<file path="src/design/bomb_audio_pkg.sv">
package bomb_audio_pkg;

  // one-cycle tick pulses, all from the same divider count
  typedef struct packed {
    logic base;
    logic fast;
    logic faster;
  } tick_strobes_t;

  // displayed countdown time m:ss
  typedef struct packed {
    logic [2:0] min;
    logic [2:0] sec_ten;
    logic [3:0] sec_one;
  } clock_time_t;

  // one tone: toggle spacing and toggle count (even, so audio ends low)
  typedef struct packed {
    logic [7:0] half_period;
    logic [9:0] toggles;
  } tone_cfg_t;

  // sound kinds, in falling priority
  typedef enum logic [1:0] {
    SND_ERROR,
    SND_BOOM,
    SND_PUZZLE,
    SND_TICK
  } sound_e;

  // tone table, half periods all distinct
  localparam tone_cfg_t TONE_ERROR  = '{half_period: 8'd12, toggles: 10'd10};
  localparam tone_cfg_t TONE_BOOM   = '{half_period: 8'd20, toggles: 10'd16};
  localparam tone_cfg_t TONE_PUZZLE = '{half_period: 8'd8, toggles: 10'd8};
  localparam tone_cfg_t TONE_TICK   = '{half_period: 8'd6, toggles: 10'd4};

  // tens-of-seconds limits for the tick zones at minute 0
  localparam logic [2:0] FAST_SEC_TEN   = 3'd3;
  localparam logic [2:0] FASTER_SEC_TEN = 3'd1;

  // tone table lookup by sound kind
  function automatic tone_cfg_t tone_of(sound_e kind);
    case (kind)
      SND_ERROR:  return TONE_ERROR;
      SND_BOOM:   return TONE_BOOM;
      SND_PUZZLE: return TONE_PUZZLE;
      default:    return TONE_TICK;
    endcase
  endfunction

endpackage

</file>
<file path="src/design/strobe_divider.sv">
`timescale 1ns/1ps

module strobe_divider
  import bomb_audio_pkg::*;
#(
  parameter int CLKS_PER_TICK = 200
) (
  input  logic          clk,
  input  logic          nrst,
  input  logic          start,
  output tick_strobes_t strobes
);

  localparam int HALF    = CLKS_PER_TICK / 2;
  localparam int QUARTER = CLKS_PER_TICK / 4;
  localparam int CW      = $clog2(CLKS_PER_TICK);

  logic [CW-1:0] cnt;
  logic          at_full;
  logic          at_half;
  logic          at_quarter;

  // wrap points of the single counter
  assign at_full = (cnt == CW'(CLKS_PER_TICK - 1));
  // half and quarter wraps decoded from the count on their own
  assign at_half    = ((int'(cnt) % HALF) == HALF - 1);
  assign at_quarter = ((int'(cnt) % QUARTER) == QUARTER - 1);

  always_ff @(posedge clk, negedge nrst) begin
    if (!nrst) begin
      cnt     <= '0;
      strobes <= '0;
    end else if (start) begin
      // restart so the first base lands a full period after start
      cnt     <= '0;
      strobes <= '0;
    end else begin
      if (at_full) begin
        cnt <= '0;
      end else begin
        cnt <= cnt + CW'(1);
      end
      // registered strobes, one cycle wide
      strobes.base   <= at_full;
      strobes.fast   <= at_half;
      strobes.faster <= at_quarter;
    end
  end

  // all three strobes stay phase aligned
  a_base_aligned: assert property (
    @(posedge clk) disable iff (!nrst)
    strobes.base |-> (strobes.fast && strobes.faster)
  );

endmodule

</file>
<file path="src/design/countdown_timer.sv">
`timescale 1ns/1ps

module countdown_timer
  import bomb_audio_pkg::*;
#(
  parameter int START_MIN = 1
) (
  input  logic        clk,
  input  logic        nrst,
  input  logic        tick,
  input  logic        start,
  input  logic        freeze,
  output clock_time_t time_now,
  output logic        running,
  output logic        expired,
  output logic        expire_pulse
);

  localparam clock_time_t LOAD_TIME = '{min: 3'(START_MIN), sec_ten: 3'd0, sec_one: 4'd0};

  clock_time_t dec_time;
  logic        dec_zero;

  // mixed radix decrement: 9..0 seconds, 5..0 tens, then minutes
  always_comb begin
    dec_time = time_now;
    if (time_now.sec_one != 4'd0) begin
      dec_time.sec_one = time_now.sec_one - 4'd1;
    end else begin
      dec_time.sec_one = 4'd9;
      if (time_now.sec_ten != 3'd0) begin
        dec_time.sec_ten = time_now.sec_ten - 3'd1;
      end else begin
        // borrow from minutes
        dec_time.sec_ten = 3'd5;
        dec_time.min     = time_now.min - 3'd1;
      end
    end
  end

  assign dec_zero = (dec_time == '0);

  always_ff @(posedge clk, negedge nrst) begin
    if (!nrst) begin
      time_now     <= LOAD_TIME;
      running      <= 1'b0;
      expired      <= 1'b0;
      expire_pulse <= 1'b0;
    end else begin
      expire_pulse <= 1'b0;
      if (start) begin
        // reload and run, a new game
        time_now <= LOAD_TIME;
        running  <= 1'b1;
        expired  <= 1'b0;
      end else if (freeze) begin
        // game cleared, hold display as is
        running <= 1'b0;
      end else if (running && tick) begin
        time_now <= dec_time;
        if (dec_zero) begin
          // reached 0:00
          running      <= 1'b0;
          expired      <= 1'b1;
          expire_pulse <= 1'b1;
        end
      end
    end
  end

  // display digits stay in range
  a_digits_valid: assert property (
    @(posedge clk) disable iff (!nrst)
    (time_now.sec_one <= 4'd9) && (time_now.sec_ten <= 3'd5)
  );

endmodule

</file>
<file path="src/design/sound_sequencer.sv">
`timescale 1ns/1ps

module sound_sequencer
  import bomb_audio_pkg::*;
(
  input  logic          clk,
  input  logic          nrst,
  input  tick_strobes_t strobes,
  input  clock_time_t   time_now,
  input  logic          running,
  input  logic          error,
  input  logic          puzzle_clear,
  input  logic          game_clear,
  input  logic          expire_pulse,
  output logic          tone_req,
  output tone_cfg_t     tone_cfg,
  input  logic          tone_ack
);

  typedef enum logic [1:0] {
    IDLE,
    REQ,
    RELEASE
  } state_t;

  state_t     state;
  logic       tick_sel;
  logic [3:0] pending;
  logic [3:0] pending_next;
  logic [3:0] set_vec;
  logic [3:0] req_vec;
  logic [3:0] grant_mask;
  logic       grant;
  sound_e     grant_kind;

  // tick speed by zone, only at minute 0
  always_comb begin
    if (time_now.min == 3'd0 && time_now.sec_ten <= FASTER_SEC_TEN) begin
      tick_sel = strobes.faster;
    end else if (time_now.min == 3'd0 && time_now.sec_ten <= FAST_SEC_TEN) begin
      tick_sel = strobes.fast;
    end else begin
      tick_sel = strobes.base;
    end
  end

  // new events this cycle, one bit per sound kind
  always_comb begin
    set_vec             = '0;
    set_vec[SND_ERROR]  = error;
    set_vec[SND_BOOM]   = game_clear | expire_pulse;
    set_vec[SND_PUZZLE] = puzzle_clear;
    // no ticks once the clock stops
    set_vec[SND_TICK]   = running & tick_sel & ~game_clear;
  end

  // a tick left over from before the stop is never played
  always_comb begin
    req_vec           = pending;
    req_vec[SND_TICK] = pending[SND_TICK] & running;
  end

  // fixed priority, lowest enum value wins
  always_comb begin
    if (req_vec[SND_ERROR]) begin
      grant_kind = SND_ERROR;
    end else if (req_vec[SND_BOOM]) begin
      grant_kind = SND_BOOM;
    end else if (req_vec[SND_PUZZLE]) begin
      grant_kind = SND_PUZZLE;
    end else begin
      grant_kind = SND_TICK;
    end
  end

  assign grant      = (state == IDLE) && (|req_vec);
  assign grant_mask = grant ? (4'b0001 << grant_kind) : 4'b0000;

  // repeats merge, a fresh event on the grant cycle stays pending
  always_comb begin
    pending_next           = (pending & ~grant_mask) | set_vec;
    pending_next[SND_TICK] = pending_next[SND_TICK] & running;
  end

  always_ff @(posedge clk, negedge nrst) begin
    if (!nrst) begin
      state    <= IDLE;
      tone_req <= 1'b0;
      pending  <= '0;
    end else begin
      pending <= pending_next;
      case (state)
        IDLE: begin
          if (grant) begin
            tone_req <= 1'b1;
            state    <= REQ;
          end
        end
        REQ: begin
          // tone finished
          if (tone_ack) begin
            tone_req <= 1'b0;
            state    <= RELEASE;
          end
        end
        RELEASE: begin
          // wait for ack low before the next request
          if (!tone_ack) begin
            state <= IDLE;
          end
        end
        default: begin
          state    <= IDLE;
          tone_req <= 1'b0;
        end
      endcase
    end
  end

  // tone payload, loaded only at grant
  always_ff @(posedge clk) begin
    if (grant) begin
      tone_cfg <= tone_of(grant_kind);
    end
  end

  // req may only drop after the tone generator acked
  a_req_held: assert property (
    @(posedge clk) disable iff (!nrst)
    $fell(tone_req) |-> $past(tone_ack)
  );

  // payload frozen for the whole request
  a_cfg_stable: assert property (
    @(posedge clk) disable iff (!nrst)
    (tone_req && $past(tone_req)) |-> $stable(tone_cfg)
  );

endmodule

</file>
<file path="src/design/tone_gen.sv">
`timescale 1ns/1ps

module tone_gen
  import bomb_audio_pkg::*;
(
  input  logic      clk,
  input  logic      nrst,
  input  logic      req,
  input  tone_cfg_t cfg,
  output logic      ack,
  output logic      audio
);

  logic       busy;
  logic [7:0] hp_cnt;
  logic [9:0] tog_cnt;
  logic       hp_done;
  logic       last_toggle;

  // half period elapsed, toggle now
  assign hp_done     = (hp_cnt == cfg.half_period);
  assign last_toggle = hp_done && ((tog_cnt + 10'd1) == cfg.toggles);

  always_ff @(posedge clk, negedge nrst) begin
    if (!nrst) begin
      busy    <= 1'b0;
      ack     <= 1'b0;
      audio   <= 1'b0;
      hp_cnt  <= '0;
      tog_cnt <= '0;
    end else if (busy) begin
      if (hp_done) begin
        audio   <= ~audio;
        hp_cnt  <= 8'd1;
        tog_cnt <= tog_cnt + 10'd1;
        // even toggle count, audio is low again here
        if (last_toggle) begin
          busy <= 1'b0;
          ack  <= 1'b1;
        end
      end else begin
        hp_cnt <= hp_cnt + 8'd1;
      end
    end else if (ack) begin
      // hold ack until the sequencer drops req
      audio <= 1'b0;
      if (!req) begin
        ack <= 1'b0;
      end
    end else begin
      // idle, silent until a new request
      audio <= 1'b0;
      if (req) begin
        busy    <= 1'b1;
        hp_cnt  <= 8'd1;
        tog_cnt <= '0;
      end
    end
  end

  // speaker is silent whenever a tone is reported done
  a_quiet_on_ack: assert property (
    @(posedge clk) disable iff (!nrst)
    ack |-> !audio
  );

endmodule

</file>
<file path="src/design/bomb_audio_top.sv">
`timescale 1ns/1ps

module bomb_audio_top
  import bomb_audio_pkg::*;
#(
  parameter int CLKS_PER_TICK = 200,
  parameter int START_MIN     = 1
) (
  input  logic        clk,
  input  logic        nrst,
  input  logic        start,
  input  logic        error,
  input  logic        puzzle_clear,
  input  logic        game_clear,
  output logic        audio,
  output clock_time_t time_now,
  output logic        expired
);

  tick_strobes_t strobes;
  logic          running;
  logic          expire_pulse;
  logic          tone_req;
  logic          tone_ack;
  tone_cfg_t     tone_cfg;

  // tick strobes, restarted with the countdown
  strobe_divider #(
    .CLKS_PER_TICK(CLKS_PER_TICK)
  ) u_strobe_divider (
    .clk    (clk),
    .nrst   (nrst),
    .start  (start),
    .strobes(strobes)
  );

  // game clear freezes the display
  countdown_timer #(
    .START_MIN(START_MIN)
  ) u_countdown_timer (
    .clk         (clk),
    .nrst        (nrst),
    .tick        (strobes.base),
    .start       (start),
    .freeze      (game_clear),
    .time_now    (time_now),
    .running     (running),
    .expired     (expired),
    .expire_pulse(expire_pulse)
  );

  sound_sequencer u_sound_sequencer (
    .clk         (clk),
    .nrst        (nrst),
    .strobes     (strobes),
    .time_now    (time_now),
    .running     (running),
    .error       (error),
    .puzzle_clear(puzzle_clear),
    .game_clear  (game_clear),
    .expire_pulse(expire_pulse),
    .tone_req    (tone_req),
    .tone_cfg    (tone_cfg),
    .tone_ack    (tone_ack)
  );

  // req/ack handshake with the sequencer
  tone_gen u_tone_gen (
    .clk  (clk),
    .nrst (nrst),
    .req  (tone_req),
    .cfg  (tone_cfg),
    .ack  (tone_ack),
    .audio(audio)
  );

endmodule

</file>
<file path="config.mk">
export PLATFORM = sky130hd
export DESIGN_NAME = bomb_audio_top
export DESIGN_NICKNAME = d
export VERILOG_FILES = /design/src/design/bomb_audio_pkg.sv /design/src/design/strobe_divider.sv /design/src/design/countdown_timer.sv /design/src/design/sound_sequencer.sv /design/src/design/tone_gen.sv /design/src/design/bomb_audio_top.sv
export SDC_FILE = /design/constraint.sdc
export NUM_CORES = 1
export LEC_CHECK = 0
export BUFFER_PORTS_ARGS = -buffer_cell sky130_fd_sc_hd__clkbuf_2
export CAP_MARGIN = 20
export CORE_ASPECT_RATIO = 1.4
export CORE_MARGIN = 8
export CORE_UTILIZATION = 45
export DETAILED_ROUTE_END_ITERATION = 10
export GPL_ROUTABILITY_DRIVEN = 0
export HOLD_SLACK_MARGIN = 0.15
export SLEW_MARGIN = 20
export SYNTH_ARGS = -nofsm -noshare
export SYNTH_HDL_FRONTEND = slang
export SYNTH_SLANG_ARGS = --single-unit
</file>
<file path="constraint.sdc">
create_clock -name clk -period 4.5 [get_ports clk]
set_input_delay 0.675 -clock clk [delete_from_list [all_inputs] [get_ports clk]]
set_output_delay 0.675 -clock clk [all_outputs]
set_load 0.02 [all_outputs]
</file>
**Word-level counts from Yosys, hierarchy flattened**

Index checks and enable logic that the tools add are counted.

- Flip-flop bits (word level): 70
- Bits in latches: 0
- Bits in writable memories: 0
- Bits in read-only memories: 0
- Output and inout port bits: 12
- Logic and storage cells: 138
- Memories kept: 0

- Add/sub/neg operators: 6
- Multipliers: 0
- Divide/modulo/power cells: 2
- Magnitude comparators: 2
- Equal/unequal tests: 16
- Shift operators: 1
- Mux-type cells: 55
- Bitwise operators: 11
- Reduce and logical (&&, ||, !) cells: 25

Operators with widths:

| operator | count |
|---|---|
| 10-bit two-way mux | 7 |
| 8-bit two-way mux | 6 |
| 15-bit case mux with 3 select lines | 1 |
| 32-bit by 7-bit == test with 1-bit output, second input constant | 1 |
| 32-bit by 8-bit == test with 1-bit output, second input constant | 1 |
| 9-bit by 7-bit modulo with 32-bit output, second input constant | 1 |
| 9-bit by 8-bit modulo with 32-bit output, second input constant | 1 |
| 1-bit two-way mux | 28 |
| 8-bit by 1-bit adder with 8-bit output, second input constant | 2 |
| 3-bit AND reduction | 4 |
| 10-bit by 1-bit adder with 10-bit output, second input constant | 1 |
| 10-bit == test | 1 |
| 10-bit zero test | 1 |
| 2-bit two-way mux | 5 |
| 2-bit inequality test, second input constant | 5 |
| 3-bit two-way mux | 3 |
| 3-bit nonzero test | 3 |
| 8-bit == test | 1 |
| 8-bit == test, second input constant | 1 |
| 4-bit two-way mux | 2 |
| 2-bit AND reduction | 4 |
| 6-bit two-way mux | 1 |
| 2-bit case mux with 3 select lines | 1 |
| 2-bit nonzero test | 3 |
| other kinds (20) | 34 |

**Longest topological paths before layout**

Gate-level depths: netlist of run 1.

- Depth in word-level cells: 9
- Mapped depth: 17
- Gate-level depth less buffers: 16

**Modules after synthesis**

A second synthesis of run 1 with hierarchy kept.

- Cell total of the unflattened synthesis: 419
- Area, all modules: 3963.8 µm²

By module, submodules not included:

| module | times used | cells an instance | area an instance (µm²) |
|---|---|---|---|
| tone_gen | 1 | 158 | 1536.5 |
| strobe_divider | 1 | 140 | 1131.1 |
| countdown_timer | 1 | 64 | 661.9 |
| sound_sequencer | 1 | 57 | 634.4 |

**Worst setup path after synthesis of run 1**

Ideal clock, no wire load.

- Path type: reg2reg
- From: reg u_strobe_divider.cnt[4]
- To: reg u_strobe_divider.strobes[0] (netlist name)
- Setup time: 124 ps
- Arrival: 3542 ps
- Setup slack: 834 ps
- Stages on the path, launching flop included: 18
- Period minus slack after synthesis: 3666 ps
- Cell sequence: dfrtp_1 > buf_2 > inv_1 > ha_1 > nor3_2 > nor2_1 > ha_1 > nand2b_1 > o21ai_2 > nand3_4 > xnor2_1 > ha_1 > nand2_1 > and3_1 > o31ai_1 > nand3_1 > a41oi_2 > a211oi_2

- Cells in the longest elaborated chain, start to end: 3

Ends and longest elaborated chain:

| item | RTL line | source |
|---|---|---|
| from (decl) | strobe_divider.sv:18 | `logic [CW-1:0] cnt;` |
| from (signal assigned) | strobe_divider.sv:41 | `cnt <= cnt + CW'(1);` |
| 9-bit by 7-bit modulo with 32-bit output | strobe_divider.sv:27 | `assign at_quarter = ((int'(cnt) % QUARTER) == QUARTER - 1);` |
| 32-bit by 7-bit == test with 1-bit output | strobe_divider.sv:27 |  |
| 3-bit two-way mux | strobe_divider.sv:33 | `end else if (start) begin` |

Every way passes these cells.
A chain may end at the register's enable or synchronous reset.

**Final worst setup path of run 1**

- From: reg u_strobe_divider.cnt[3]
- To: reg u_strobe_divider.strobes[0] (netlist name)

- Cells in the longest elaborated chain, start to end: 3

Ends and longest elaborated chain:

| item | RTL line |
|---|---|
| 9-bit by 7-bit modulo with 32-bit output | strobe_divider.sv:27 |
| 32-bit by 7-bit == test with 1-bit output | strobe_divider.sv:27 |
| 3-bit two-way mux | strobe_divider.sv:33 |

Every way passes these cells.

==> metrics.txt, run 1 <==
setup violators final 0; first-pass GRT wire length 15.7 mm; Critical Path AT 4230 ps; Synth Area in Compound Gates 0.203; worst min-delay path category reg2reg; max frequency 0.249 GHz; Seq cells post-synth 57; Top-Level Pins 18; final period utilization 0.894; mapped cell area 3880 um^2; Final TNS setup 0 ps; clock latency at the later pin of the worst-skew pair 320 ps; CP delay by family, top simple AND/OR/NAND/NOR gates; Synth Area in Simple Gates 0.239; Seq/Total Area, Yosys 0.374; initial antenna violation count 0; Synth warnings 0; CP required 4700 ps; final routed DRC violation total 0; Worst-Margin Slew 695 ps; Cell Chain, Critical Path ha_1 -> nor3_2 -> nor2_1 -> ha_1 -> nand2b_1 -> o21ai_2 -> nand3_4 -> xnor2_1 -> ha_1 -> nand2_1 -> and3_1 -> o31ai_1 -> nand3_1 -> a41oi_2 -> a211oi_2; ratio of cells with drive above 1 in the final layout 0.127; drt pass-1 iters 5; largest net degree at the start of global routing 53; startpoint type of the worst setup path flip-flop; relative slew slack 0.537; wire per inst 16.4 um; Cells after DPL 544; Clock transition at path regs 50 ps; Longest Clk Path Bufs 2; Setup WS post-layout 478 ps; crit path time final 4020 ps; Setup Buffers After CTS 0; vias in the first global route 3,182; Max IR drop VDD 0.242 mV; Routed Antenna Nets 0; outcome complete, no violations; CTS sink count 57; CP endpoint kind flip-flop; wirelength, routed 9.20 mm; synth unique cells 71; post-synthesis mux area share 0.0293; critical path's slowest cell dfrtp_1; CTS resizes 0; top_reg_cell synth dfrtp_1; CTS buffer count 9; Mapped Nets 458; fin cells 560; RSZ-0062 raised after global routing no; Cells after Synth 435; Adder-Cell Fraction of Synth Area 0.0574; CP most frequent cell ha_1; root buf cell clkbuf_16; nets 473; Hold WS 439 ps; max incr delay on CP 560 ps; Port-buffer cells 17; Syn-to-layout area delta 12.0%; CTS tree built; final hold viol count 0; final instance area 4350 um^2; Avg Vias per Cell 5.94; core region area 8510 um^2; First DRT Iteration DRCs 137; Mapped Avg Cell Area 8.93 um^2; main combinational cell family by area after synthesis simple AND/OR/NAND/NOR gates; worst-path maximum fanout 14; max cap viols 0; EDFF count, synth 5; die area 11,900 um^2; Initial Utilization 0.456; placed cell area 4040 um^2; dpl ws 589 ps; Clock Skews 9.53 ps; Antenna diodes 0; Die Span Y 126 um; cell area power density 289 nW/um^2; GR Util All Layers 0.164; H-tree levels 3; hold buffer count at CTS 0; vias 3,325; xor and xnor area share after synthesis 0.0609; critical path class reg2reg; post-detail-place hpwl 6.67 mm; Pleak 1.85 nW; final global-route overflow total 0; Slew Limit Fails 0; Buf+Inv Stages, Crit Path 0; FP Rows 40; Post-synth ARST share 0.912; die extent in x 94.5 um
## Yosys cell counts, drive strengths merged, types with 10 or more instances
| cell type | number | share of area |
|---|---|---|
| a21o | 10 | 0.019 |
| a21oi | 16 | 0.021 |
| clkbuf | 11 | 0.011 |
| dfrtp | 51 | 0.33 |
| ha | 17 | 0.055 |
| inv | 14 | 0.014 |
| mux2i | 11 | 0.029 |
| nand2 | 47 | 0.046 |
| nand3 | 20 | 0.029 |
| nand4 | 10 | 0.016 |
| nor2 | 49 | 0.047 |
| nor3 | 18 | 0.027 |
| o21ai | 27 | 0.036 |
| xnor2 | 16 | 0.036 |
| xor2 | 11 | 0.025 |
## final cells by class
class	count	area [um^2]
tap	105	131
clock buffer	13	292
sequential	57	1450
clock inverter	3	20.0
multi-input combinational	347	2290
fill	812	4160
timing repair buffer	20	108
inverter	15	56.3
## placed cells by master (no fill, tap or decap), types with 4 or more instances in the layout
cell       synthesis  layout
a21o_1            10      10
a21oi_1           16      16
a22o_1             7       7
and2_1             5       5
and3_1             7       7
clkbuf_16          0      10
clkbuf_2           0      17
dfrtp_1           51      51
edfxtp_1           5       5
ha_1              17      17
inv_1             14      14
mux2i_1           10      10
nand2_1           46      46
nand2b_1           6       6
nand3_1           19      19
nand4_1           10      10
nor2_1            49      49
nor3_1            15      15
nor4_1             4       4
o211ai_1           4       4
o21a_1             5       5
o21ai_0           25      25
o31ai_1            8       8
xnor2_1           16      16
xor2_1            11      11
## worst min-delay path, stage by stage (launching register included)
cell     delay, ps
dfrtp_1        320
nor2_1          40
nand2_1         40
## metrics by stage
step           utilization  total power [mW]
5_1_grt              0.511              1.31
2_1_floorplan            -             0.564
3_3_place_gp         0.475             0.585
4_1_cts              0.511              1.27
6_report             0.511              1.26
3_5_place_dp         0.475             0.586
## where the power goes
part / total (mW) / internal (mW) / leakage [nW] / switching, mW
logic: 0.0472 / 0.0165 / 0.987 / 0.0307
clock network: 0.681 / 0.450 / 0.149 / 0.232
registers: 0.529 / 0.521 / 0.714 / 0.00788
total: 1.26 / 0.987 / 1.85 / 0.270
## path summary, 6_finish.rpt
check                                                    start                           end  slack, ps  depth (start not counted)
min in group asynchronous                                 nrst          u_tone_gen.hp_cnt[5]        470                          2
worst max-delay path                   u_strobe_divider.cnt[3]   u_strobe_divider.strobes[0]        480                         15
worst max register to register         u_strobe_divider.cnt[3]   u_strobe_divider.strobes[0]        480                         15
worst min register to register  u_countdown_timer.expire_pulse  u_sound_sequencer.pending[1]        440                          2
max in group asynchronous                                 nrst       u_strobe_divider.cnt[5]       3560                          2
worst min-delay path            u_countdown_timer.expire_pulse  u_sound_sequencer.pending[1]        440                          2
## per-layer routing
layer / wire length (um) / vias to the layer above / part of all wire / track usage
li1: - / 1604 / - / -
met1: 3730 / 1628 / 0.41 / 0.180
met2: 4960 / 75 / 0.54 / 0.286
met3: 285 / 18 / 0.031 / 0.0285
met4: 225 / 0 / 0.024 / 0.0886
met5: 0 / - / 0 / 0
## flip-flops by register name, indices dropped and copies added, names as in the netlist, 2 cells and up
register and count:
u_tone_gen.hp_cnt 8, u_strobe_divider.strobes 3, u_tone_gen.tog_cnt 10, u_countdown_timer.time_now 10
u_strobe_divider.cnt 8, u_sound_sequencer.state 2, u_sound_sequencer.tone_cfg 5, u_sound_sequencer.pending 4
## logic make-up (layout without fill, tap and decap cells)
logic type,count (synthesis),in the layout
buf+inv,31,51
simple gates,185,185
flops,57,57
mux,11,11
xor+xnor,27,27
compound gates,106,106
fa+ha+maj,18,18
(Power assumes the default switching activity.)
==> inputs of run 2 (changes only) <==
--- a/config.mk
+++ b/config.mk
@@ -13,6 +13,7 @@
 export DETAILED_ROUTE_END_ITERATION = 10
 export GPL_ROUTABILITY_DRIVEN = 0
 export HOLD_SLACK_MARGIN = 0.15
+export REMOVE_ABC_BUFFERS = 1
 export SLEW_MARGIN = 20
 export SYNTH_ARGS = -nofsm -noshare
 export SYNTH_HDL_FRONTEND = slang
==> constraint.sdc (replaced) <==
create_clock -name clk -period 4.7 [get_ports clk]
set_input_delay 0.705 -clock clk [delete_from_list [all_inputs] [get_ports clk]]
set_output_delay 0.705 -clock clk [all_outputs]
set_load 0.02 [all_outputs]
==> run 2 against run 1 <==
First-iteration DRC count shrank 6.6%. Sequential share of layout area grew 0.058 points. Flip-flop and latch count is the same. Die area is the same. Critical endpoint unchanged. Non-clock buffer count shrank 1.
==> metrics.txt, run 2 (synthesized netlist as in run 1, its figures left out) <==
H-tree levels 3; Hold Path End u_sound_sequencer.pending[1]; Routed Antenna Nets 0; Sequential Power Share 0.412; Initial Utilization 0.456; relative slew slack 0.449; Reg2Reg Depth 15; Syn-to-layout area delta 11.8%; P_int 975 uW; Reg2Reg Setup Slack 720 ps; Slew Limit Fails 0; RSZ-0062 raised after global routing no; Max IR drop VDD 0.194 mV; Setup WS post-layout 718 ps; Hold Path Origin u_countdown_timer.expire_pulse; dpl ws 825 ps; vias 3,329; Setup Buffers After CTS 0; fin util 0.510; die extent in x 94.5 um; Longest Clk Path Bufs 2; GR met1 Demand/Resource 0.187; First DRT Iteration DRCs 128; initial antenna violation count 0; CTS buffer count 9; core region area 8510 um^2; CTS tree built; final global-route overflow total 0; die area 11,900 um^2; largest net degree at the start of global routing 53; max frequency 0.251 GHz; CP required 4910 ps; fillers 790; hold buffer count at CTS 0; Hold WS 441 ps; final routed DRC violation total 0; Antenna diodes 0; critical path class reg2reg; first-pass GRT wire length 15.9 mm; Combinational Power Share 0.037; GR Util All Layers 0.167; Top-Level Pins 18; startpoint type of the worst setup path flip-flop; Cells after DPL 543; Pleak 1.85 nW; worst r2r dst u_strobe_divider.strobes[0]; setup violators final 0; drt pass-1 iters 6; Top Usage Layer GRT met2; Avg Vias per Cell 5.96; ratio of cells with drive above 1 in the final layout 0.123; final hold viol count 0; post-detail-place hpwl 6.71 mm; CTS resizes 0; Worst-Margin Slew 826 ps; final period utilization 0.847; wire per inst 16.4 um; GR Util met2 0.270; net load switching power 255 uW; fin cells 559; vias in the first global route 3,339; Clock Skews 5.23 ps; most common cell after layout, fill and taps aside dfrtp_1; wirelength, routed 9.15 mm; final instance area 4340 um^2; crit path time final 3980 ps; Power Total 1.23 mW; multi-input logic area 2290 um^2; Final TNS setup 0 ps; GR Layer Usage met3 0.0369; leading cell types in the layout, fill and taps excluded dfrtp_1 (51), nor2_1 (49), nand2_1 (46); clock latency at the later pin of the worst-skew pair 320 ps; CP endpoint kind flip-flop; worst-path maximum fanout 14; Die Span Y 126 um; Clock transition at path regs 50 ps; max cap viols 0; Port-buffer cells 17; root buf cell clkbuf_16; CTS sink count 57; worst min-delay path category reg2reg; sw frac 0.207; Critical Path AT 4190 ps; Clk network pwr share 0.551; outcome complete, no violations; hold depth 2; biggest regs u_countdown_timer.time_now (10), u_tone_gen.tog_cnt (10); nets 472; worst r2r src u_strobe_divider.cnt[3]; cell area power density 283 nW/um^2; FP Rows 40; Reg area 1450 um^2; placed cell area 4030 um^2
run 2: power groups by stage:
| stage | registers [mW] | logic [mW] | clock network, mW |
|---|---|---|---|
| floorplan | 0.513 | 0.0247 | 0 |
| global placement | 0.516 | 0.0455 | 0 |
| detailed placement | 0.515 | 0.0463 | 0 |
| CTS | 0.507 | 0.0464 | 0.695 |
| global route | 0.508 | 0.0520 | 0.719 |
| finish | 0.507 | 0.0452 | 0.678 |
run 2: worst max-delay path: stages (launching register included):
cell and delay [ps]:
dfrtp_1 540, ha_1 370, nor3_2 420, nor2_1 90
ha_1 270, nand2b_1 180, o21ai_2 320, nand3_4 140
xnor2_1 280, ha_1 290, nand2_1 90, and3_1 190
o31ai_1 250, nand3_1 140, a41oi_2 230, a211oi_2 50
run 2: layout make-up:
class | count | share of cell area
multi-input combinational | 347 | 0.527
tap | 105 | 0.0303
timing repair buffer | 19 | 0.0231
inverter | 15 | 0.0130
clock inverter | 6 | 0.0190
sequential | 57 | 0.335
clock buffer | 10 | 0.0527
run 2: worst max-delay path by stage:
stage,start,end,slack (ps)
after floorplan,u_strobe_divider.cnt[4],u_strobe_divider.strobes[0],1010
after global routing,u_strobe_divider.cnt[3],u_strobe_divider.strobes[0],390
final,u_strobe_divider.cnt[3],u_strobe_divider.strobes[0],720
after detailed placement,u_strobe_divider.cnt[3],u_strobe_divider.strobes[0],820
after CTS,u_strobe_divider.cnt[3],u_strobe_divider.strobes[0],790
after global placement,u_strobe_divider.cnt[3],u_strobe_divider.strobes[0],970
run 2: routing by layer:
| metal | vias up | part of all wire | wire, um |
|---|---|---|---|
| li1 | 1606 | - | - |
| met1 | 1602 | 0.41 | 3730 |
| met2 | 78 | 0.51 | 4650 |
| met3 | 43 | 0.036 | 331 |
| met4 | 0 | 0.048 | 438 |
| met5 | - | 0 | 0 |
